<file path="config.mk">
export PLATFORM = sky130hd
export DESIGN_NAME = pio_decode
export DESIGN_NICKNAME = d
export VERILOG_FILES = /design/src/hw/pio_pkg.sv /design/src/hw/pio_decode.sv
export SDC_FILE = /design/constraint.sdc
export NUM_CORES = 1
export LEC_CHECK = 0
export BUFFER_PORTS_ARGS = -buffer_cell sky130_fd_sc_hd__buf_4
export CORE_UTILIZATION = 25
export DETAILED_ROUTE_END_ITERATION = 8
export PLACE_DENSITY_LB_ADDON = 0.15
export RECOVER_POWER = 25
export SLEW_MARGIN = 20
export SYNTH_ARGS = -nofsm -noshare
export SYNTH_HDL_FRONTEND = slang
export SYNTH_SLANG_ARGS = --single-unit
export TNS_END_PERCENT = 20
</file>
<file path="constraint.sdc">
create_clock -name clk -period 1.65 [get_ports clk]
set_clock_uncertainty 0.2 [all_clocks]
set_input_delay 0.0825 -clock clk [delete_from_list [all_inputs] [get_ports clk]]
set_output_delay 0.0825 -clock clk [all_outputs]
set_load 0.01 [all_outputs]
</file>
<file path="src/hw/pio_pkg.sv">
`default_nettype none

package pio_pkg;

	// ******************************
	// bus and table sizes
	// ******************************
	localparam int pio_nbits        = 32; // host data bus.
	localparam int pio_addr_nbits   = 16; // host byte address.
	localparam int wmem_width       = 50; // one table entry.
	localparam int wmem_depth_nbits = 10; // 1024 entries.
	localparam int wmem_hi_nbits    = wmem_width - pio_nbits; // 18-bit upper part.

	// ******************************
	// address map
	// ******************************
	localparam logic [1:0] region_wmem = 2'd0; // addr[15:14] for the table.
	localparam logic [1:0] region_csr  = 2'd1; // addr[15:14] for the registers.
	localparam int csr_scratch_dw = 0; // scratch register.
	localparam int csr_count_dw   = 1; // app read counter.

	// host byte address in dword and qword views.
	typedef union packed {
		struct packed {
			logic [1:0]  region; // target region.
			logic [11:0] dw_idx; // bit 0 picks the high half.
			logic [1:0]  boff;   // byte in dword.
		} dw;
		struct packed {
			logic [1:0]  region; // same bits as dw.region.
			logic [10:0] qw_idx; // low 10 bits index the table.
			logic [2:0]  boff;   // byte in qword.
		} qw;
	} pio_addr_u;

endpackage

`default_nettype wire

</file>
<file path="src/hw/pio_decode.sv">
`timescale 1ns/10ps
`default_nettype none

module pio_decode (
	input  wire logic                               clk,
	input  wire logic                               reset,
	input  wire logic [pio_pkg::pio_addr_nbits-1:0] reg_addr,
	input  wire logic [pio_pkg::pio_nbits-1:0]      reg_din,
	input  wire logic                               reg_rd,
	input  wire logic                               reg_wr,
	output logic                                    sel_rd,
	output logic                                    sel_wr,
	output logic                                    wmem_ms,
	output logic                                    csr_ms,
	output logic                                    none_ms,
	output pio_pkg::pio_addr_u                      dec_addr,
	output logic      [pio_pkg::pio_nbits-1:0]      dec_din
);

	logic access;   // any strobe this cycle.
	logic wmem_hit; // address falls in the table.
	logic csr_hit;  // address is a live register.

	// ******************************
	// input registers
	// ******************************
	always_ff @(posedge clk) begin
		if (reset) begin
			sel_rd <= 1'b0;
			sel_wr <= 1'b0;
		end else begin
			sel_rd <= reg_rd; // one-cycle pulse.
			sel_wr <= reg_wr; // one-cycle pulse.
		end
	end

	always_ff @(posedge clk) begin
		dec_addr <= reg_addr; // address and data for the targets.
		dec_din  <= reg_din;
	end

	// ******************************
	// target select
	// ******************************
	assign access   = sel_rd | sel_wr;
	assign wmem_hit = dec_addr.dw.region == pio_pkg::region_wmem;
	// both registers live in qword 0 and higher offsets go unmapped.
	assign csr_hit  = (dec_addr.dw.region == pio_pkg::region_csr) &&
	                  (dec_addr.qw.qw_idx == '0);

	assign wmem_ms = access & wmem_hit; // table access.
	assign csr_ms  = access & csr_hit;  // register access.
	assign none_ms = access & ~wmem_hit & ~csr_hit; // regions 2/3 and holes.

endmodule

`default_nettype wire

</file>
==> out/results.ini <==
[power_and_ir_drop]
p_switching_uw = 478
sequentialPowerShare_pct = 56.0
power_density_mw_per_mm2 = 912
pwr-share-comb_pct = 14.3
vdd_drop_max_mv = 0.646
clkPwrFrac_pct = 29.7
swShare_pct = 20.6
p_leak_uw = 0.00120
p_int_uw = 1850

[global_route]
grt.total_usage_pct = 13.6
overflow = 0
grt_pass1_vias = 1052
grt_pass1_wl_um = 4330
antenna_found_initial = 0
grt_max_degree = 15

[synthesis]
synth_warnings = 0
synth_cells = 61
syn_nets = 113
synth_ff_type = dfxtp_1
ys_top_cells_by_count = dfxtp_1 (50), nor2_1 (3), nor2b_1 (2), nor4_2 (2)
synth_cell_types = 8
synth_top_cell_by_area = dfxtp_1
syn_avg_cell_area_sq_um = 17.7
async_flop_share_pct = 0
netlist_area_sq_mm = 0.00108
synth-edff-count = 0
synth.top_cell.area_share_pct = 92.7
ys_ff_latch = 50
synth_most_common_cell = dfxtp_1
yosys-top-cells-area = dfxtp_1 (93%), nor4_2 (2.3%), nor2b_1 (1.2%)
yosysSeqAreaShare_pct = 92.7

[setup_path]
crit_chain = nor4_4, nand4_1, o221a_2, buf_6
arrival_ns = 1.33
cpPeakStageDelay_ns = 0.34
endpoint_kind = output pin
crit_required_ns = 1.37
path_class = register to output pin
start_kind = register
crit_path_start = dec_addr[5]$_DFF_P_
cp_slowest_cell = dfxtp_2
crit_fanout = 2

[layout]
fillers = 307
multi_input_area_sq_um = 96.3
n_antenna_cell = 0
design_area_sq_mm = 0.00255
fin_cells = 274
drive_gt1_share_pct = 51.8
regArea_sq_mm = 0.00100
area_growth_syn_to_layout_pct = 136
fin_nets = 275

[route]
wl_um = 3010
num_vias = 1068
ant_nets = 0
drtIter0Drc = 18
drc = 0
routedWlPerCell_um = 11.0
avgViaCountPerCell = 3.90
drtPass1Iterations = 4

[run_status]
status = finished clean

[clocking]
clk_pin_slew_ns = 0.08
cts-root-buf = clkbuf_8
cts_max_level = 2
cts_tree = built
cts_inserted_buffers = 5
cts_sinks = 50
clk_path_buf_depth = 2

[timing]
final_hold_viol_count = 0
fin_hold_ws_ns = 0.231
tightest_slew_ns = 0.218
post-route-period-util_pct = 97.5
rsz0062_at_grt = yes
slew_viol_final = 0
min_period_ns = 1.61
fmax_mhz = 621
relSlewSlack_pct = 85.4
fin_ws_ns = 0.0405
setup_viol = 0

[run]
maxCapViolations = 0

[die]
die_y_um = 67.7
row_count = 23
die_area_sq_mm = 0.00459
die_w_um = 67.7
initial_core_util_pct = 26.4
boundaryPins = 105
coreArea_sq_mm = 0.00409

[place]
placed_area_sq_mm = 0.00192
dp_slack_ns = 0.304
place_congestion = 0.678
portBuffers = 104
dpl.cell_count = 215

[worst_hold_path]
min_from = reg_din[30]
holdCritPathClass = primary input to register

-- cell usage in the layout (no fill, tap or decap), types with 2 or more instances in the layout --
cell type	synthesis	layout
clkbuf_8	0	6
nor2_1	3	3
dfxtp_2	0	2
dlygate4sd3_1	0	51
dfxtp_1	50	48
nor2b_1	2	2
nor4_4	0	2
clkbuf_4	0	25
buf_4	0	78
-- power groups by stage --
| stage | sequential [uW] | clock [uW] | combinational, uW |
|---|---|---|---|
| final | 1300 | 690 | 333 |
| after global routing | 1310 | 783 | 358 |
| after CTS | 1300 | 727 | 335 |
| after detailed placement | 1330 | 0 | 237 |
| after global placement | 1320 | 0 | 235 |
| after floorplan | 1360 | 0 | 10.2 |
-- logic make-up after synthesis --
group	count (synthesis)	share of synthesized area [%]
flops	50	92.7
simple gates	10	6.26
compound gates	1	1.04
-- cell type report --
type / instances / share of cell area (%)
clock buffer: 7 / 3.39
sequential: 50 / 39.4
timing repair buffer: 155 / 50.8
clock inverter: 1 / 0.196
multi-input combinational: 11 / 3.78
tap: 50 / 2.45
-- critical path: cells and delay by family (launching register included) --
family,cells,cell delay (ns)
flip-flops,1,0.34
AO/OA/AOI/OAI,1,0.16
AND/OR/NAND/NOR,2,0.42
buffers and inverters,1,0.12
-- per-layer routing --
| metal | up-vias | GRT usage, % | share of wire, % |
|---|---|---|---|
| met5 | - | 0 | 0 |
| met4 | 0 | 7.18 | 1.2 |
| met3 | 4 | 7.43 | 13 |
| met2 | 78 | 23.9 | 49 |
| met1 | 467 | 12.3 | 37 |
| li1 | 519 | - | - |
-- through the flow --
| step | setup TNS, ns | total power, uW | utilization, % |
|---|---|---|---|
| CTS | 0 | 2360 | 62.0 |
| global route | -0.0242 | 2450 | 62.4 |
| finish | 0 | 2320 | 62.4 |
| detailed placement | 0 | 1560 | 47.1 |
| floorplan | 0 | 1370 | - |
| global placement | 0 | 1560 | 47.1 |
-- flip-flops by register name (all words and copies together), names as in the netlist --
| signal | count |
|---|---|
| dec_din | 32 |
| dec_addr | 16 |
| sel_rd | 1 |
| sel_wr | 1 |
-- what timing repair did --
item | CTS | global route
buffers inserted | 0 | 0
cloned | 0 | 0
gates resized for setup | 2 | 3
pin swaps | 2 | 2
endpoints found under the setup margin | 1 | 2
hold buffers | 51 | 0
endpoints found under the hold margin | 50 | 0
-- final timing paths --
kind | cells past startpoint | end | slack, ns
hold / removal | 2 | dec_din[30]$_DFF_P_ | 0.23
setup / recovery | 4 | none_ms | 0.04
Power figures use the tool's default switching activity.
