`config.mk`:
```
export PLATFORM = sky130hd
export DESIGN_NAME = pio_result
export DESIGN_NICKNAME = d
export VERILOG_FILES = /design/src/hw/pio_pkg.sv /design/src/hw/pio_result.sv
export SDC_FILE = /design/constraint.sdc
export NUM_CORES = 1
export LEC_CHECK = 0
export BUFFER_PORTS_ARGS = -buffer_cell sky130_fd_sc_hd__clkbuf_2
export CELL_PAD_IN_SITES_DETAIL_PLACEMENT = 2
export CELL_PAD_IN_SITES_GLOBAL_PLACEMENT = 2
export CORE_MARGIN = 10
export CORE_UTILIZATION = 32
export DETAILED_ROUTE_END_ITERATION = 10
export GPL_ROUTABILITY_DRIVEN = 0
export GPL_TIMING_DRIVEN = 0
export PLACE_DENSITY = 0.79
export SYNTH_ARGS = -nofsm -noshare
export SYNTH_HDL_FRONTEND = slang
export SYNTH_SLANG_ARGS = --single-unit
```
`constraint.sdc`:
```
create_clock -name clk -period 1.8 [get_ports clk]
set_input_delay 0.18 -clock clk [delete_from_list [all_inputs] [get_ports clk]]
set_output_delay 0.18 -clock clk [all_outputs]
set_load 0.01 [all_outputs]
```
`src/hw/pio_pkg.sv`:
```
`default_nettype none

package pio_pkg;

	// ******************************
	// bus and table sizes
	// ******************************
	localparam int pio_nbits        = 32; // host data bus.
	localparam int pio_addr_nbits   = 16; // host byte address.
	localparam int wmem_width       = 50; // one table entry.
	localparam int wmem_depth_nbits = 10; // 1024 entries.
	localparam int wmem_hi_nbits    = wmem_width - pio_nbits; // 18-bit upper part.

	// ******************************
	// address map
	// ******************************
	localparam logic [1:0] region_wmem = 2'd0; // addr[15:14] for the table.
	localparam logic [1:0] region_csr  = 2'd1; // addr[15:14] for the registers.
	localparam int csr_scratch_dw = 0; // scratch register.
	localparam int csr_count_dw   = 1; // app read counter.

	// host byte address in dword and qword views.
	typedef union packed {
		struct packed {
			logic [1:0]  region; // target region.
			logic [11:0] dw_idx; // bit 0 picks the high half.
			logic [1:0]  boff;   // byte in dword.
		} dw;
		struct packed {
			logic [1:0]  region; // same bits as dw.region.
			logic [10:0] qw_idx; // low 10 bits index the table.
			logic [2:0]  boff;   // byte in qword.
		} qw;
	} pio_addr_u;

endpackage

`default_nettype wire

```
`src/hw/pio_result.sv`:
```
`timescale 1ns/10ps
`default_nettype none

module pio_result (
	input  wire logic                          clk,
	input  wire logic                          reset,
	input  wire logic                          clk_div,
	input  wire logic                          wmem_done,
	input  wire logic [pio_pkg::pio_nbits-1:0] wmem_rdata,
	input  wire logic                          csr_done,
	input  wire logic [pio_pkg::pio_nbits-1:0] csr_rdata,
	input  wire logic                          none_ms,
	output logic                               mem_ack,
	output logic      [pio_pkg::pio_nbits-1:0] mem_rdata
);

	logic                          none_done; // unmapped access completes.
	logic                          done_any;  // some target finished.
	logic                          pending;   // done seen, ack not yet raised.
	logic [pio_pkg::pio_nbits-1:0] done_data;
	logic [pio_pkg::pio_nbits-1:0] pend_data;

	assign done_any = wmem_done | csr_done | none_done;

	// one target finishes per access, unmapped gives zero.
	assign done_data = wmem_done ? wmem_rdata :
	                   csr_done  ? csr_rdata  : '0;

	// ******************************
	// ack alignment to clk_div
	// ******************************
	always_ff @(posedge clk) begin
		if (reset) begin
			none_done <= 1'b0;
			pending <= 1'b0;
			mem_ack <= 1'b0;
		end else begin
			none_done <= none_ms; // one cycle after the select.
			if (done_any) begin
				pending <= 1'b1;
			end else if (clk_div) begin
				pending <= 1'b0; // moved into mem_ack.
			end
			if (clk_div) begin
				mem_ack <= pending; // rises, then falls on the next enable.
			end
		end
	end

	// ******************************
	// read data
	// ******************************
	always_ff @(posedge clk) begin
		if (done_any) begin
			pend_data <= done_data;
		end
		if (clk_div & pending) begin
			mem_rdata <= pend_data; // stable while mem_ack is high.
		end
	end

endmodule

`default_nettype wire

```
==> metrics.yaml, run 1 <==
tightest_slew_ns: 0.798
synth_flop_cell: "edfxtp_1"
multi_input_area_sq_um: 343
ant_nets: 0
period_share_pct: 82.4
p_leak_nw: 1.36
port_buffers: 101
drtIter0Drc: 57
antenna_cells: 0
yosysMostFrequentCell: "edfxtp_1"
final_area_sq_um: 3200
synth_nets: 187
status: "complete, no violations"
synth_top_cell_by_area: "edfxtp_1"
drc: 0
fp.dieW_microns: 106
grtUsageMet1_pct: 13.7
peakVddDrop_uv: 359
area_growth_pct: 34.2
path_class: "register to register"
synth-seq-cells: 67
ff_latch_area_sq_um: 1980
root_buffer: "clkbuf_8"
initial_core_util_pct: 32.9
critPathLaunchType: "register"
tns_ns: 0
crit_required_ns: 1.84
power_density_nw_per_um2: 1000
ioPinCount: 103
vias_per_cell: 4.52
reg2reg_slack_ns: 0.32
crit_path_end: "pend_data[30]"
utilization_pct: 44.2
path_depth: 3
synthTopCellsByArea: "edfxtp_1 81%, a22o_1 11%, dfxtp_1 2.5%"
synth_cells: 117
crit_chain: "nor3_1 > inv_1 > buf_16"
grt_util_met3_pct: 3.44
avgSynthCellArea_sq_um: 20.4
final_layout_size_suffix_gt1_share_pct: 52.8
max_stage_delay_ns: 0.58
grt_usage_pct: 13.5
synthArstFlopShare_pct: 0
syn-cell-area_sq_um: 2390
synth_cell_types: 17
finalSetupViolCount: 0
synth_edf_count: 64
fin_skew_ns: 0.00499
dieArea_sq_um: 11300
cts_tree: "built"
clock_sinks: 67
grt_overflow_total: 0
end_kind: "register"
design.core.area_sq_um: 7250
antenna_found_initial: 0
fillers: 737
cts_resized: 1
ys_seq_area_share_pct: 83.0
r2r_start: "none_done"
placed_area_sq_um: 3020
arrival_ns: 1.53
reg2reg_to: "pend_data[30]"
min_period_ns: 1.48
insertion_delay_ns: 0.33
dp_hpwl_mm: 6.07
grt_pass1_wl_mm: 11.2
rows: 31
final_max_slew_viol_count: 0
hp-class: "input pin to register"
critPathBufInv: 2
htreeDepth: 3
clkSlewWorstSetupHoldPaths_ns: 0.07
dr.pass1.iters: 4
max_freq_mhz: 674
synthTopCellsByCount: "64 x edfxtp_1, 30 x a22o_1, 4 x buf_6"
postCtsHoldBufs: 0
yosysTopAreaCellShare_pct: 80.5
timing.slew.headroom_pct: 46.7
routedWlPerCell_microns: 22.9
cpMaxStageDelayCell: "inv_1"
grt_pass1_vias: 1802
crit_family: "buffers and inverters"
post_cts_buffers: 0
via_count: 1511
reg2regPathDepth: 3
yosysWarningCount: 0
numCtsBuffers: 9
cp_max_fo: 17
grt_max_degree: 33
fp.dieH_microns: 106
fin_nets: 300
rsz0062_at_grt: "no"
hold_viol: 0
busiest_layer: "met2"
cts_max_path_buffers: 2
routed_wl_mm: 7.64
cap_violations: 0
critPathLaunch: "none_done"
met2_usage_pct: 24.5
## how the worst min path moves through the flow
| stage | start | end | slack, ns | cells after the start |
|---|---|---|---|---|
| 6_report | reset | mem_ack | 0.03 | 2 |
| 5_1_grt | reset | pending | 0.05 | 2 |
| 4_1_cts | reset | mem_ack | 0.02 | 2 |
| 3_5_place_dp | reset | none_done | 0.39 | 2 |
| 3_3_place_gp | reset | pending | 0.38 | 2 |
| 2_1_floorplan | reset | pending | 0.25 | 1 |
## layout by cell type, fill, tap and decap left out
cell / instances
clkbuf_2: 101
edfxtp_1: 64
a22o_1: 30
clkbuf_8: 9
buf_6: 4
clkinv_1: 4
buf_2: 3
dfxtp_1: 3
nand2_1: 2
clkinvlp_4: 2
nor3_1: 1
inv_1: 1
o21ai_1: 1
nor2b_4: 1
and2_2: 1
mux2i_1: 1
nor2_1: 1
nor2b_1: 1
nand2b_1: 1
a21oi_1: 1
a22o_2: 1
clkinv_2: 1
buf_16: 1
## cells by family (layout without fill, tap and decap cells)
kind of cell | after synthesis | after routing | share of synthesized area, %
AND/OR/NAND/NOR | 8 | 8 | 2.04
multiplexers | 1 | 1 | 0.419
flip-flops | 67 | 67 | 83.0
buffers and inverters | 8 | 126 | 2.67
AO/OA/AOI/OAI | 33 | 33 | 11.8
## area by class of cell
type,count,share of cell area [%]
Buffer,7,1.87
Inverter,1,0.117
Sequential cell,67,61.9
Timing Repair Buffer,102,16.6
Tap cell,99,3.87
Multi-Input combinational cell,42,10.7
Clock inverter,7,1.09
Clock buffer,9,3.87
## per-stage QoR
| stage | power [mW] | hold slack (ns) | setup slack (ns) | instances |
|---|---|---|---|---|
| after CTS | 3.23 | 0.0244 | 0.0593 | 333 |
| after detailed placement | 2.22 | 0.391 | -0.171 | 317 |
| final | 3.20 | 0.0340 | 0.316 | 334 |
| after global placement | 2.18 | 0.383 | -0.0607 | 317 |
| after global routing | 3.35 | 0.0548 | 0.230 | 334 |
| after floorplan | 2.03 | 0.249 | 0.280 | 117 |
## power breakdown
part / internal [mW] / switching (mW) / leakage, nW / total [mW]
logic: 0.140 / 0.152 / 0.617 / 0.291
registers: 1.85 / 0.0393 / 0.671 / 1.89
clock network: 0.477 / 0.547 / 0.0752 / 1.02
total: 2.47 / 0.738 / 1.36 / 3.20
## metal layers
layer | part of all wire, % | wire length (microns) | up-vias
met5 | 0 | 0 | -
met4 | 3.4 | 260 | 0
met1 | 37 | 2830 | 732
li1 | - | - | 705
met2 | 55 | 4180 | 55
met3 | 4.9 | 378 | 19
## state kept, by name, indices dropped and copies added (netlist names)
| name | flops |
|---|---|
| none_done | 1 |
| mem_rdata | 32 |
| mem_ack | 1 |
| pending | 1 |
| pend_data | 32 |
## worst register-to-register path, stage by stage, from the launching register on
cell and delay, ns:
dfxtp_1 0.31, nor3_1 0.05, inv_1 0.58, buf_16 0.24
(Power assumes the default switching activity.)
==> run 2: changes to the inputs <==
- clock period: 1.8 -> 1.5 ns (I/O delays scaled with it)
==> run 2 against run 1 <==
Register-to-register slack got worse by 0.11 ns. Global-route usage is essentially flat. Largest cell class unchanged. Sequential cell count unchanged. Largest power group unchanged. Utilization is 0.26 points higher.
==> metrics.yaml, run 2 (synthesized netlist as in run 1, its figures left out) <==
status: "complete, no violations"
finalPower_mw: 3.79
period_share_pct: 86.5
ff_latch_area_sq_um: 1980
rsz0062_at_grt: "no"
setup_ws_ns: 0.203
r2r_start: "none_done"
layout_commonest_cell: "clkbuf_2"
clock_sinks: 67
via_count: 1536
power.switching_uw: 837
cts_tree: "built"
peakVddDrop_uv: 413
tightest_slew_ns: 0.469
cts_max_path_buffers: 2
grt_pass1_wl_mm: 11.3
cp_max_fo: 15
reg2reg_to: "pend_data[14]"
routed_wl_mm: 7.69
multi_input_area_sq_um: 349
antenna_found_initial: 0
port_buffers: 101
drc: 0
grt_usage_pct: 13.5
critPathLaunchType: "register"
worstHoldEndpoint: "none_done"
initial_core_util_pct: 32.9
antenna_cells: 0
area_growth_pct: 35.0
finalSetupViolCount: 0
clkSlewWorstSetupHoldPaths_ns: 0.06
hold_viol: 0
timing.slew.headroom_pct: 68.8
routedWlPerCell_microns: 22.8
final_max_slew_viol_count: 0
layout_common_cells: "101 x clkbuf_2, 64 x edfxtp_1, 30 x a22o_1"
htreeDepth: 3
hold_start: "none_ms"
arrival_ns: 1.37
fillers: 707
grtUsageMet1_pct: 14.2
crit_required_ns: 1.57
clkPwrFrac_pct: 30.8
combPwrFrac_pct: 9.4
busiest_layer: "met2"
fin_skew_ns: 0.00708
largestRegisters: "mem_rdata x32, pend_data x32"
final_layout_size_suffix_gt1_share_pct: 54.2
max_freq_mhz: 771
rows: 31
grt_max_degree: 33
design.core.area_sq_um: 7250
grt_pass1_vias: 1733
fp.dieW_microns: 106
dp_hpwl_mm: 6.11
power.internal_mw: 2.96
dp_slack_ns: -0.201
min_period_ns: 1.30
p_leak_nw: 1.37
fp.dieH_microns: 106
numCtsBuffers: 9
insertion_delay_ns: 0.33
netSwitchingFraction_pct: 22.1
power_density_nw_per_um2: 1180
fin_nets: 305
worstHoldPathCells: 2
tns_ns: 0
ant_nets: 0
reg2regPathDepth: 3
drtIter0Drc: 53
grt_overflow_total: 0
hp-class: "input pin to register"
ioPinCount: 103
grt_util_met3_pct: 3.44
vias_per_cell: 4.56
root_buffer: "clkbuf_8"
power_frac_seq_pct: 59.8
end_kind: "register"
met2_usage_pct: 24.8
dieArea_sq_um: 11300
dr.pass1.iters: 4
reg2reg_slack_ns: 0.20
holdWs_ns: 0.0379
cap_violations: 0
path_class: "register to register"
run 2: cell count changes in the layout (fill, tap and decap cells not counted), sizes merged:
| cell | delta |
|---|---|
| buf | +3 |
| clkbuf | +1 |
| clkinv | -2 |
| clkinvlp | +1 |
| dlygate4sd3 | +1 |
| inv | -1 |
run 2: worst max-delay path by stage:
stage                   start             to  slack, ns  cells past startpoint
global route        none_done  pend_data[14]       0.11                      3
global placement    wmem_done   pend_data[9]      -0.17                      3
CTS                   pending   mem_rdata[7]       0.06                      1
floorplan           none_done   pend_data[0]       0.14                      2
detailed placement   csr_done   pend_data[4]      -0.20                      3
finish              none_done  pend_data[14]       0.20                      3
run 2: what timing repair did:
item	4_1_cts	5_1_grt
endpoints found under the setup margin	32	32
pin swaps	0	0
cloned	1	0
resized for setup	3	1
hold endpoints to repair	1	0
hold buffers	1	0
setup buffers	4	0
run 2: power groups by stage:
stage / clock network, mW / registers (mW) / logic [mW]
after floorplan: 0 / 2.31 / 0.125
after global placement: 0 / 2.29 / 0.327
after detailed placement: 0 / 2.31 / 0.345
after CTS: 1.21 / 2.27 / 0.363
after global routing: 1.28 / 2.28 / 0.386
final: 1.17 / 2.27 / 0.355
run 2: metrics by stage:
| stage | util (%) | cell area, sq um | std cells |
|---|---|---|---|
| 2_1_floorplan | - | 2390 | 117 |
| 3_3_place_gp | 41.6 | 3020 | 317 |
| 3_5_place_dp | 41.6 | 3020 | 317 |
| 4_1_cts | 44.4 | 3220 | 337 |
| 5_1_grt | 44.4 | 3220 | 337 |
| 6_report | 44.4 | 3220 | 337 |
run 2: critical path, stage by stage (launching register included):
cell	delay [ns]
dfxtp_1	0.31
nor3_2	0.33
clkinvlp_4	0.17
buf_4	0.23
run 2: per-layer routing:
| metal | routed length, microns | part of all wire (%) |
|---|---|---|
| met4 | 70 | 0.91 |
| met2 | 4340 | 56 |
| met3 | 399 | 5.2 |
| met1 | 2880 | 37 |
| met5 | 0 | 0 |
run 2: area by class of cell:
| class | instances | share of cell area (%) |
|---|---|---|
| buffer | 7 | 1.86 |
| clock buffer | 10 | 3.96 |
| clock inverter | 4 | 0.621 |
| inverter | 1 | 0.233 |
| multi-input combinational | 42 | 10.8 |
| sequential | 67 | 61.5 |
| tap | 99 | 3.84 |
| timing repair buffer | 106 | 16.9 |
| timing repair inverter | 1 | 0.233 |
