`src/hw/pio_pkg.sv`:
```
`default_nettype none

package pio_pkg;

	// ******************************
	// bus and table sizes
	// ******************************
	localparam int pio_nbits        = 32; // host data bus.
	localparam int pio_addr_nbits   = 16; // host byte address.
	localparam int wmem_width       = 50; // one table entry.
	localparam int wmem_depth_nbits = 10; // 1024 entries.
	localparam int wmem_hi_nbits    = wmem_width - pio_nbits; // 18-bit upper part.

	// ******************************
	// address map
	// ******************************
	localparam logic [1:0] region_wmem = 2'd0; // addr[15:14] for the table.
	localparam logic [1:0] region_csr  = 2'd1; // addr[15:14] for the registers.
	localparam int csr_scratch_dw = 0; // scratch register.
	localparam int csr_count_dw   = 1; // app read counter.

	// host byte address in dword and qword views.
	typedef union packed {
		struct packed {
			logic [1:0]  region; // target region.
			logic [11:0] dw_idx; // bit 0 picks the high half.
			logic [1:0]  boff;   // byte in dword.
		} dw;
		struct packed {
			logic [1:0]  region; // same bits as dw.region.
			logic [10:0] qw_idx; // low 10 bits index the table.
			logic [2:0]  boff;   // byte in qword.
		} qw;
	} pio_addr_u;

endpackage

`default_nettype wire

```
`src/hw/pio_csr.sv`:
```
`timescale 1ns/10ps
`default_nettype none

module pio_csr (
	input  wire logic                          clk,
	input  wire logic                          reset,
	input  wire logic                          sel_rd,
	input  wire logic                          sel_wr,
	input  wire logic                          csr_ms,
	input  wire pio_pkg::pio_addr_u            dec_addr,
	input  wire logic [pio_pkg::pio_nbits-1:0] dec_din,
	input  wire logic                          app_mem_ack,
	output logic                               csr_done,
	output logic      [pio_pkg::pio_nbits-1:0] csr_rdata
);

	logic                          is_scratch; // offset picks scratch.
	logic                          is_count;   // offset picks the counter.
	logic                          wr_scratch;
	logic                          clr_count;  // any write to the counter.
	logic [pio_pkg::pio_nbits-1:0] scratch;
	logic [pio_pkg::pio_nbits-1:0] count;      // served app reads.

	assign is_scratch = dec_addr.dw.dw_idx == 12'(pio_pkg::csr_scratch_dw);
	assign is_count   = dec_addr.dw.dw_idx == 12'(pio_pkg::csr_count_dw);
	assign wr_scratch = csr_ms & sel_wr & is_scratch;
	assign clr_count  = csr_ms & sel_wr & is_count;

	// ******************************
	// registers
	// ******************************
	always_ff @(posedge clk) begin
		if (reset) begin
			scratch <= '0;
			count <= '0;
		end else begin
			if (wr_scratch) begin
				scratch <= dec_din;
			end
			if (clr_count) begin
				count <= '0; // clear beats a count.
			end else if (app_mem_ack) begin
				count <= count + 1'b1; // wraps.
			end
		end
	end

	// ******************************
	// completion
	// ******************************
	always_ff @(posedge clk) begin
		if (reset) begin
			csr_done <= 1'b0;
		end else begin
			csr_done <= csr_ms; // one cycle after the select.
		end
	end

	always_ff @(posedge clk) begin
		if (csr_ms & sel_rd & is_scratch) begin
			csr_rdata <= scratch;
		end else if (csr_ms & sel_rd & is_count) begin
			csr_rdata <= count; // value before this cycle's count.
		end else begin
			csr_rdata <= '0; // writes return zero.
		end
	end

endmodule

`default_nettype wire

```
`config.mk`:
```
export PLATFORM = sky130hd
export DESIGN_NAME = pio_csr
export DESIGN_NICKNAME = d
export VERILOG_FILES = /design/src/hw/pio_pkg.sv /design/src/hw/pio_csr.sv
export SDC_FILE = /design/constraint.sdc
export NUM_CORES = 1
export LEC_CHECK = 0
export ABC_CLOCK_PERIOD_IN_PS = 3500
export BUFFER_PORTS_ARGS = -buffer_cell sky130_fd_sc_hd__buf_2
export CAP_MARGIN = 5
export CORE_MARGIN = 3
export CORE_UTILIZATION = 57
export CTS_CLUSTER_DIAMETER = 50
export DETAILED_ROUTE_END_ITERATION = 10
export GPL_ROUTABILITY_DRIVEN = 0
export MAX_ROUTING_LAYER = met4
export PLACE_DENSITY = 0.84
export SYNTH_ARGS = -nofsm -noshare
export SYNTH_HDL_FRONTEND = slang
export SYNTH_SLANG_ARGS = --single-unit
export TNS_END_PERCENT = 20
```
`constraint.sdc`:
```
create_clock -name clk -period 3.5 [get_ports clk]
set_clock_uncertainty 0.05 [all_clocks]
set_input_delay 0.175 -clock clk [delete_from_list [all_inputs] [get_ports clk]]
set_output_delay 0.175 -clock clk [all_outputs]
set_load 0.01 [all_outputs]
```
==> results, run 1 <==
- For this run, the number of standard cells in the final layout without fillers is between 500 and 600.
- The number of setup buffers added after CTS is 0.
- Setup repair after global routing left no endpoint under its margin.
- The headroom to the max-slew limit is 52.0%.
- The sort of element at the start of the critical path is a primary input.
- Entering global routing, the biggest net connects 35 pins.
- The portion of total power attributed to combinational logic is 3.9%.
- TritonCTS built the clock tree.
- The count of antenna-violating nets left after detailed routing is 0.
- The cell at the root of the clock tree is clkbuf_8.
- The overall power after layout is between 0.0015 and 0.002 W.
- Of the total synthesized cell area, the portion taken by XOR and XNOR cells is under 10%.
- Before antenna repair, the detailed router went through 4 iterations.
- The critical path goes through dlygate4sd3_1 > buf_2 > nor4b_1 > nand4_1 > nor2_2 > buf_4 > a22o_1.
- The synthesis-to-layout area growth is 23.2%.
- The count of final hold-check violations is 0.
- The latest clock arrival within the worst-skew pair is 0.36 ns.
- The maximum fanout count along the critical path is 17.
- The slew at the pin closest to its max-slew limit is slightly above 0.7 ns.
- The average cell area after synthesis is slightly above 10 sq um.
- The number of setup violations in the final report is 0.
- During I/O placement, the number of pins put on the boundary was between 80 and 90.
- The clock network fraction of total power is between 30% and 40%.
- Derived from the worst setup path, the maximum achievable clock frequency is ~430 MHz.
- VDD sags by at most ~0.32 mV.
- Data on the critical path arrives at its endpoint at 2.58 ns.
- The share of Yosys cell area claimed by the top area cell type is 52.9%.
- The fraction of power consumed by sequential logic is around three fifths.
- Power spread over the standard cell area amounts to 414 nW/um^2.
- The synthesized netlist cell count is approximately 360.
- Hold repair after CTS inserted 23 buffers.
- The repair_antennas step left the layout with diodes totalling 0.
- The analysis attributes to net switching a power of between 0.0004 and 0.0005 W.
- The delay of the slowest critical-path stage is around 0.6 ns.
- The initial antenna violation count is 0.
- The total half-perimeter wirelength after legalization and detailed placement is between 5000 and 6000 um.
- The count of cell types in the netlist is 33.
- For this run, the total global-route usage over all layers was measured as 23.6%.
- The register clock-pin slew on the reported worst setup and hold paths is 0.09 ns.
- The min-delay analysis places its worst path in the category in -> reg.
- The number of register bits inferred by synthesis is 97.
- The number of buffers inserted during clock tree synthesis is 9.
- The kind of cell with the highest combined delay along the critical path is simple AND/OR/NAND/NOR gates.
- In the final routed layout, each cell accounts on average for between 15 and 20 um.
- The initial core utilization is between 60 and 70%.
- The routed wire length is 8230 um.
- After filler insertion, the fill cell instance count of the layout stands at about 440.
- The first global-routing pass estimated between 10000 and 15000 um of wire.
- The post-synthesis async set-or-reset flop share is 0%.
- The critical path in this run is classified as in -> reg.
- The Yosys step of the flow raised 0 warnings.
- The number of nets in the synthesized netlist is between 400 and 500.
- The run finished with clean final reports.
- The clock period could shrink to 2.33 ns.
- The reported max-cap violation count is 0.
- Net switching is about 22% of the power.
- The via count of the first global-routing pass is ~3000.
- Of the post-synthesis cell area, the part taken by muxes is under 10%.
- In this run, post-CTS repair resized a total of 0 instances.
- In this run, synthesis inferred 0 flip-flops with an integrated enable.
- Once routing completed, OpenROAD measured the worst setup slack at approximately 1.2 ns.
- The final number of max-transition violations was 0.
- The initialized floorplan defines 28 standard-cell rows.
- Measured along the y axis, the die boundary spans between 80 and 90 um.
- The number of nets in the final layout is slightly above 500.
- The worst endpoint required time is between 3 and 4 ns.
- The kind of end point of the critical path is a flip-flop.
- The share of synthesized area occupied by flip-flops and latches is a little over half.
- Sorting the synthesized cells by how often they occur yields dfxtp_1, nor2_1, mux2i_1, a22o_1, a21oi_1.
- Summing over every cut layer, the via total after detailed routing is 3088.
- On the critical path, the stage with the largest delay is an instance of nor2_2.
- The minimum setup slack after placement is between 1 and 1.5 ns.
- The biggest area contributor in the post-synthesis netlist is dfxtp_1.
- CTS saw 97 sinks.
- By area, the combinational part of the netlist is dominated by simple AND/OR/NAND/NOR gates.
- The count of buffers from port buffering is 82.
- Cell internal power was estimated by the tool at roughly 0.0015 W.
- The longest clock path from root to sink contains 2 buffers.
- The cell with the most instances after synthesis is dfxtp_1.
- For this run, the leading register cell type out of synthesis is dfxtp_1.
- The initial detailed-routing violation count is around 180.
- The ratio of routed vias to standard cells is around 5.7.
- In the final timing run, aggregate negative setup slack is 0 ns.
- The standby leakage power is 2.01 nW.
- Together, buffers and inverters on the worst path number 3.
- The adder-cell area share of the yosys netlist is 0.341%.
- After detailed placement, the design holds a cell count of 500.
- The H-tree generated during clock tree synthesis spans 3 levels.
- The simple-gate share of the synthesized area is about 18%.
- In the finished design, the share of the clock period the worst path needs comes to approximately 67%.
- The die outline area is 7440 sq um.
- The area fraction in compound gates after synthesis is between 10% and 20%.
- For this run, design rule violations remaining after detail routing come to 0.
- Ranked by total cell area, the synthesized netlist is headed by dfxtp_1, mux2i_1, a22o_1.
- The total core area is 6060 sq um.
- The floorplan die width is roughly 86 um.
- Global routing finished with a remaining overflow of 0.
- Of the cells placed in the final design, the portion with a size suffix greater than 1 is 23.5%.
- The cell area after technology mapping is 3670 sq um.
## power groups by stage
stage               registers [W]  logic (W)  clock network [W]
floorplan                 0.00113  0.0000204                  0
detailed placement        0.00114  0.0000522                  0
global placement          0.00114  0.0000506                  0
CTS                       0.00111  0.0000721           0.000703
global route              0.00111  0.0000793           0.000747
finish                    0.00111  0.0000722           0.000689
## final timing paths
kind | end | cells after the start | slack, ns | startpoint
hold reg to reg | csr_rdata[25] | 1 | 0.43 | scratch[25]
setup reg to reg | count[31] | 4 | 1.19 | count[3]
hold / removal | scratch[22] | 3 | 0.01 | dec_din[22]
setup / recovery | csr_rdata[7] | 7 | 1.17 | csr_ms
## placed cells by master, fill, tap and decap left out, types with 3 or more instances in the layout
cell | Yosys | routed
nand2_1 | 12 | 12
xor2_1 | 6 | 6
or3_1 | 4 | 4
and3_1 | 3 | 3
nor4_1 | 3 | 3
a22o_1 | 32 | 32
nand3_1 | 12 | 12
dfxtp_1 | 97 | 97
or4_1 | 18 | 18
buf_2 | 1 | 82
o31ai_1 | 15 | 15
o21ai_0 | 4 | 4
nor2_1 | 48 | 46
a21oi_1 | 19 | 19
inv_1 | 4 | 4
clkbuf_8 | 0 | 12
mux2i_1 | 33 | 33
dlygate4sd3_1 | 0 | 23
buf_4 | 0 | 3
and4_1 | 3 | 3
xnor2_1 | 6 | 6
nand4_1 | 8 | 8
## stage by stage
stage | instance area, sq um | util, % | hold slack, ns
after floorplan | 3670 | - | 0.253
after global placement | 4100 | 67.6 | 0.351
after detailed placement | 4100 | 67.6 | 0.356
after CTS | 4520 | 74.6 | 0.00113
after global routing | 4520 | 74.6 | 0.0223
final | 4520 | 74.6 | 0.00971
## state kept, by name, summed over array words and instances (netlist names)
name and count:
count 32, csr_rdata 32, scratch 32, csr_done 1
## layout make-up
type	count	area, sq um	share of cell area (%)
Clock buffer	13	169	3.74
Clock inverter	3	23.8	0.526
Inverter	4	15.0	0.332
Multi-Input combinational cell	239	1610	35.7
Sequential cell	97	1940	43.0
Tap cell	75	93.8	2.08
Timing Repair Buffer	108	663	14.7
## worst reg2reg max path, delay by kind of cell (launching register included)
| kind | cells | cell delay (ns) |
|---|---|---|
| simple gates | 3 | 1.58 |
| compound gates | 1 | 0.16 |
| flops | 1 | 0.46 |
## routing by layer
layer / global-route usage (%) / wire (um) / vias up
met5: - / 0 / -
met4: 9.63 / 98 / 0
met3: 4.94 / 520 / 11
met2: 38.1 / 3920 / 106
met1: 28.9 / 3690 / 1454
li1: - / - / 1517
## cell families (layout without fill, tap and decap cells)
logic type | Yosys count | after routing
and+or+nand+nor | 122 | 122
adders and majority gates | 1 | 1
DFF | 97 | 97
AOI/OAI and AO/OA | 71 | 71
buffers and inverters | 27 | 128
xor gates and xnor gates | 12 | 12
muxes | 33 | 33
Power figures use the tool's default switching activity.
==> inputs of run 2 (changes only) <==
ABC_CLOCK_PERIOD_IN_PS = 2200   (was 3500)
CORE_UTILIZATION = 53   (was 57)
PLACE_DENSITY = 0.79   (was 0.84)
clock period = 2.2 ns   (was 3.5 ns; I/O delays follow)
==> run 2 against run 1 <==
Net effect: wire length is 1.5% lower; worst setup slack worse by 1.1 ns; flip-flop and latch count stayed put; global-route usage is 1.5 points lower; count of clock-buffer cells in the layout is 4 lower; final area is 4.7% higher; first-iteration DRC count is 9.4% lower; critical path type is now reg -> reg; largest cell class unchanged; largest power group unchanged.
==> results, run 2 (same netlist as run 1, synthesis figures left out) <==
- Run status: completed (unchanged).
- The ratio of routed vias to standard cells is 5.60 (was 5.73).
- The setup TNS after final layout is 0 ns (unchanged).
- The reported max-cap violation count is 0 (unchanged).
- The floorplan die width is 89.2 um (was 86.2 um).
- The headroom to the max-slew limit is 67.2% (was 52.0%).
- Registers with the highest flip-flop counts: count: 32 flops, csr_rdata: 32 flops, scratch: 32 flops (unchanged).
- The number of sinks on the clock net is 97 (unchanged).
- The standby leakage power is 2.12 nW (was 2.01 nW).
- The latest clock arrival within the worst-skew pair is 0.36 ns (about the same).
- The via count of the first global-routing pass is 2937 (was 2962).
- The sort of element at the start of the critical path is a flip-flop (was primary input).
- The layer with the highest usage is met2 (unchanged).
- The initial antenna violation count is 0 (unchanged).
- The worst hold slack across all endpoints was 0.0572 ns (was 0.00971 ns).
- The die outline height is 89.2 um (was 86.2 um).
- The count of boundary I/O pins is 87 (unchanged).
- The wire length of the first global-routing pass is 13400 um (was 13500 um).
- The DRC violation count after routing came to 0 (unchanged).
- The met3 capacity usage during global routing is 5.53% (was 4.94%).
- The synthesis-to-layout area growth was 28.9% (was 23.2%).
- The cell at the root of the clock tree is clkbuf_8 (unchanged).
- The routed wire length is 8110 um (was 8230 um).
- The final number of max-transition violations was 0 (unchanged).
- The number of detailed-routing iterations run before antenna repair was 4 (unchanged).
- The met1 track demand over resource is 26.5% (was 28.9%).
- The total core area is 6530 sq um (was 6060 sq um).
- The number of setup violations in the final report is 0 (unchanged).
- The total routing resource utilization after global routing is 22.0% (was 23.6%).
- The slew at the pin closest to its max-slew limit is 0.485 ns (was 0.720 ns).
- The final worst setup slack is 0.113 ns (was 1.17 ns).
- The count of antenna-violating nets left after detailed routing is 0 (unchanged).
- The maximum fanout count along the critical path came to 18 (was 17).
- The number of H-tree levels is 3 (unchanged).
- The die outline area is 7960 sq um (was 7440 sq um).
- The worst path in the final design needs a cycle of approximately 2.1 ns, including I/O delays and setup.
- The cell area power density came to 664 nW/um^2 (was 414 nW/um^2).
- The total via count after detailed routing came to 3144 (was 3088).
- The average detailed-routed wire length per instance came to 14.4 um (was 15.3 um).
- The count of buffers from port buffering is 82 (unchanged).
- The number of buffers inserted during clock tree synthesis is 9 (unchanged).
- The largest net degree at the start of global routing came to 34 (was 35).
- The overall power after layout was 0.00314 W (was 0.00187 W).
- The count of final hold-check violations is 0 (unchanged).
- The total inserted antenna cells is 0 (unchanged).
- The register-to-register setup slack is 0.11 ns (was 1.19 ns).
- The total of fill cells in the finished design was 507 (was 443).
- The kind of end point of the critical path was a flip-flop (unchanged).
- The number of placement rows came to 29 (was 28).
- The register clock-pin slew on the reported worst setup and hold paths is 0.09 ns (about the same).
- The met2 usage is 36.1% (was 38.1%).
- The class of the most critical setup path is reg -> reg (was in -> reg).
- The minimum setup slack after placement is 0.110 ns (was 1.22 ns).
- The worst endpoint required time is 2.44 ns (was 3.75 ns).
- The worst endpoint data arrival time is 2.33 ns (was 2.58 ns).
- The worst supply voltage drop on vdd came to 0.426 mV (was 0.322 mV).
- The TritonCTS clock tree is done (unchanged).
- The post-route fraction of the period consumed by the critical path is a little over nine tenths.
- The kind of path behind the tightest hold check is in -> reg (unchanged).
- The cell count after placement is 512 (was 500).
- Timing would allow up to 479 MHz.
- The number of nets in the final layout came to 534 (was 514).
- The initial core utilization is 56.2% (was 60.5%).
- Commonest cells after routing, fill and taps aside: dfxtp_1, buf_2, nor2_1, mux2i_1, dlygate4sd3_1 (was dfxtp_1, buf_2, nor2_1, mux2i_1, a22o_1).
- Setup repair after global routing missed its margin: false (unchanged).
- The count of non-filler cells in the finished layout is 561 (was 539).
- The overflow left after global routing is 0 (unchanged).
- The number of buffers on the longest clock path came to 2 (unchanged).
- The initial detailed-routing violation count is 164 (was 181).
- The proportion of layout cells with a drive suffix above 1 came to 25.6% (was 23.5%).
- The leading cell type in the layout, fill and taps excluded is dfxtp_1 (unchanged).
- The total half-perimeter wirelength after legalization and detailed placement is 5120 um (was 5280 um).
## run 2: changes by cell type in the layout (fill, tap and decap cells not counted), moves of 2 or more
cell           change
dfxtp_1            -2
clkinv_2           +2
dlygate4sd3_1     +10
dfxtp_2            +2
buf_4             +10
clkbuf_8           -3
bufinv_16          +2
## run 2: stage by stage
step,area [sq um],utilization (%)
3_3_place_gp,4180,63.9
5_1_grt,4730,72.5
2_1_floorplan,3670,-
3_5_place_dp,4180,63.9
4_1_cts,4720,72.3
6_report,4730,72.5
## run 2: report_power, final
| group | internal (W) | switching [W] | leakage [nW] | total [W] |
|---|---|---|---|---|
| registers | 0.00176 | 0.00000438 | 0.783 | 0.00176 |
| logic | 0.0000841 | 0.0000533 | 1.23 | 0.000137 |
| clock network | 0.000639 | 0.000600 | 0.106 | 0.00124 |
## run 2: metal layers
metal | up-vias | wire (um)
met3 | 8 | 590
met5 | - | 0
met4 | 0 | 93
met2 | 114 | 3750
met1 | 1466 | 3670
li1 | 1556 | -
## run 2: critical path, stage by stage (launching register included)
cell     delay, ns
dfxtp_1       0.42
nand4_2       0.17
or4_1         0.52
buf_4         0.20
or4_1         0.50
a21oi_1       0.16
## run 2: final timing paths
check / to / from / depth (start not counted)
max reg2reg: count[31] / count[9] / 5
min: count[0] / app_mem_ack / 3
max: count[31] / count[9] / 5
min reg2reg: csr_rdata[25] / scratch[25] / 1
## run 2: area by class of cell
cell class                 count  area [sq um]  area share, %
timing repair buffer         128           838           17.7
sequential                    97          1940           41.1
inverter                       4          15.0          0.317
multi-input combinational    239          1620           34.2
clock inverter                 7          93.8           1.98
clock buffer                   9           124           2.62
tap                           77          96.3           2.04
## run 2: repair_timing
action | in CTS | in global routing
setup endpoints to repair | 0 | 4
setup buffers | 0 | 0
endpoints found under the hold margin | 33 | 0
hold buffers | 33 | 0
gates resized for setup | 0 | 4
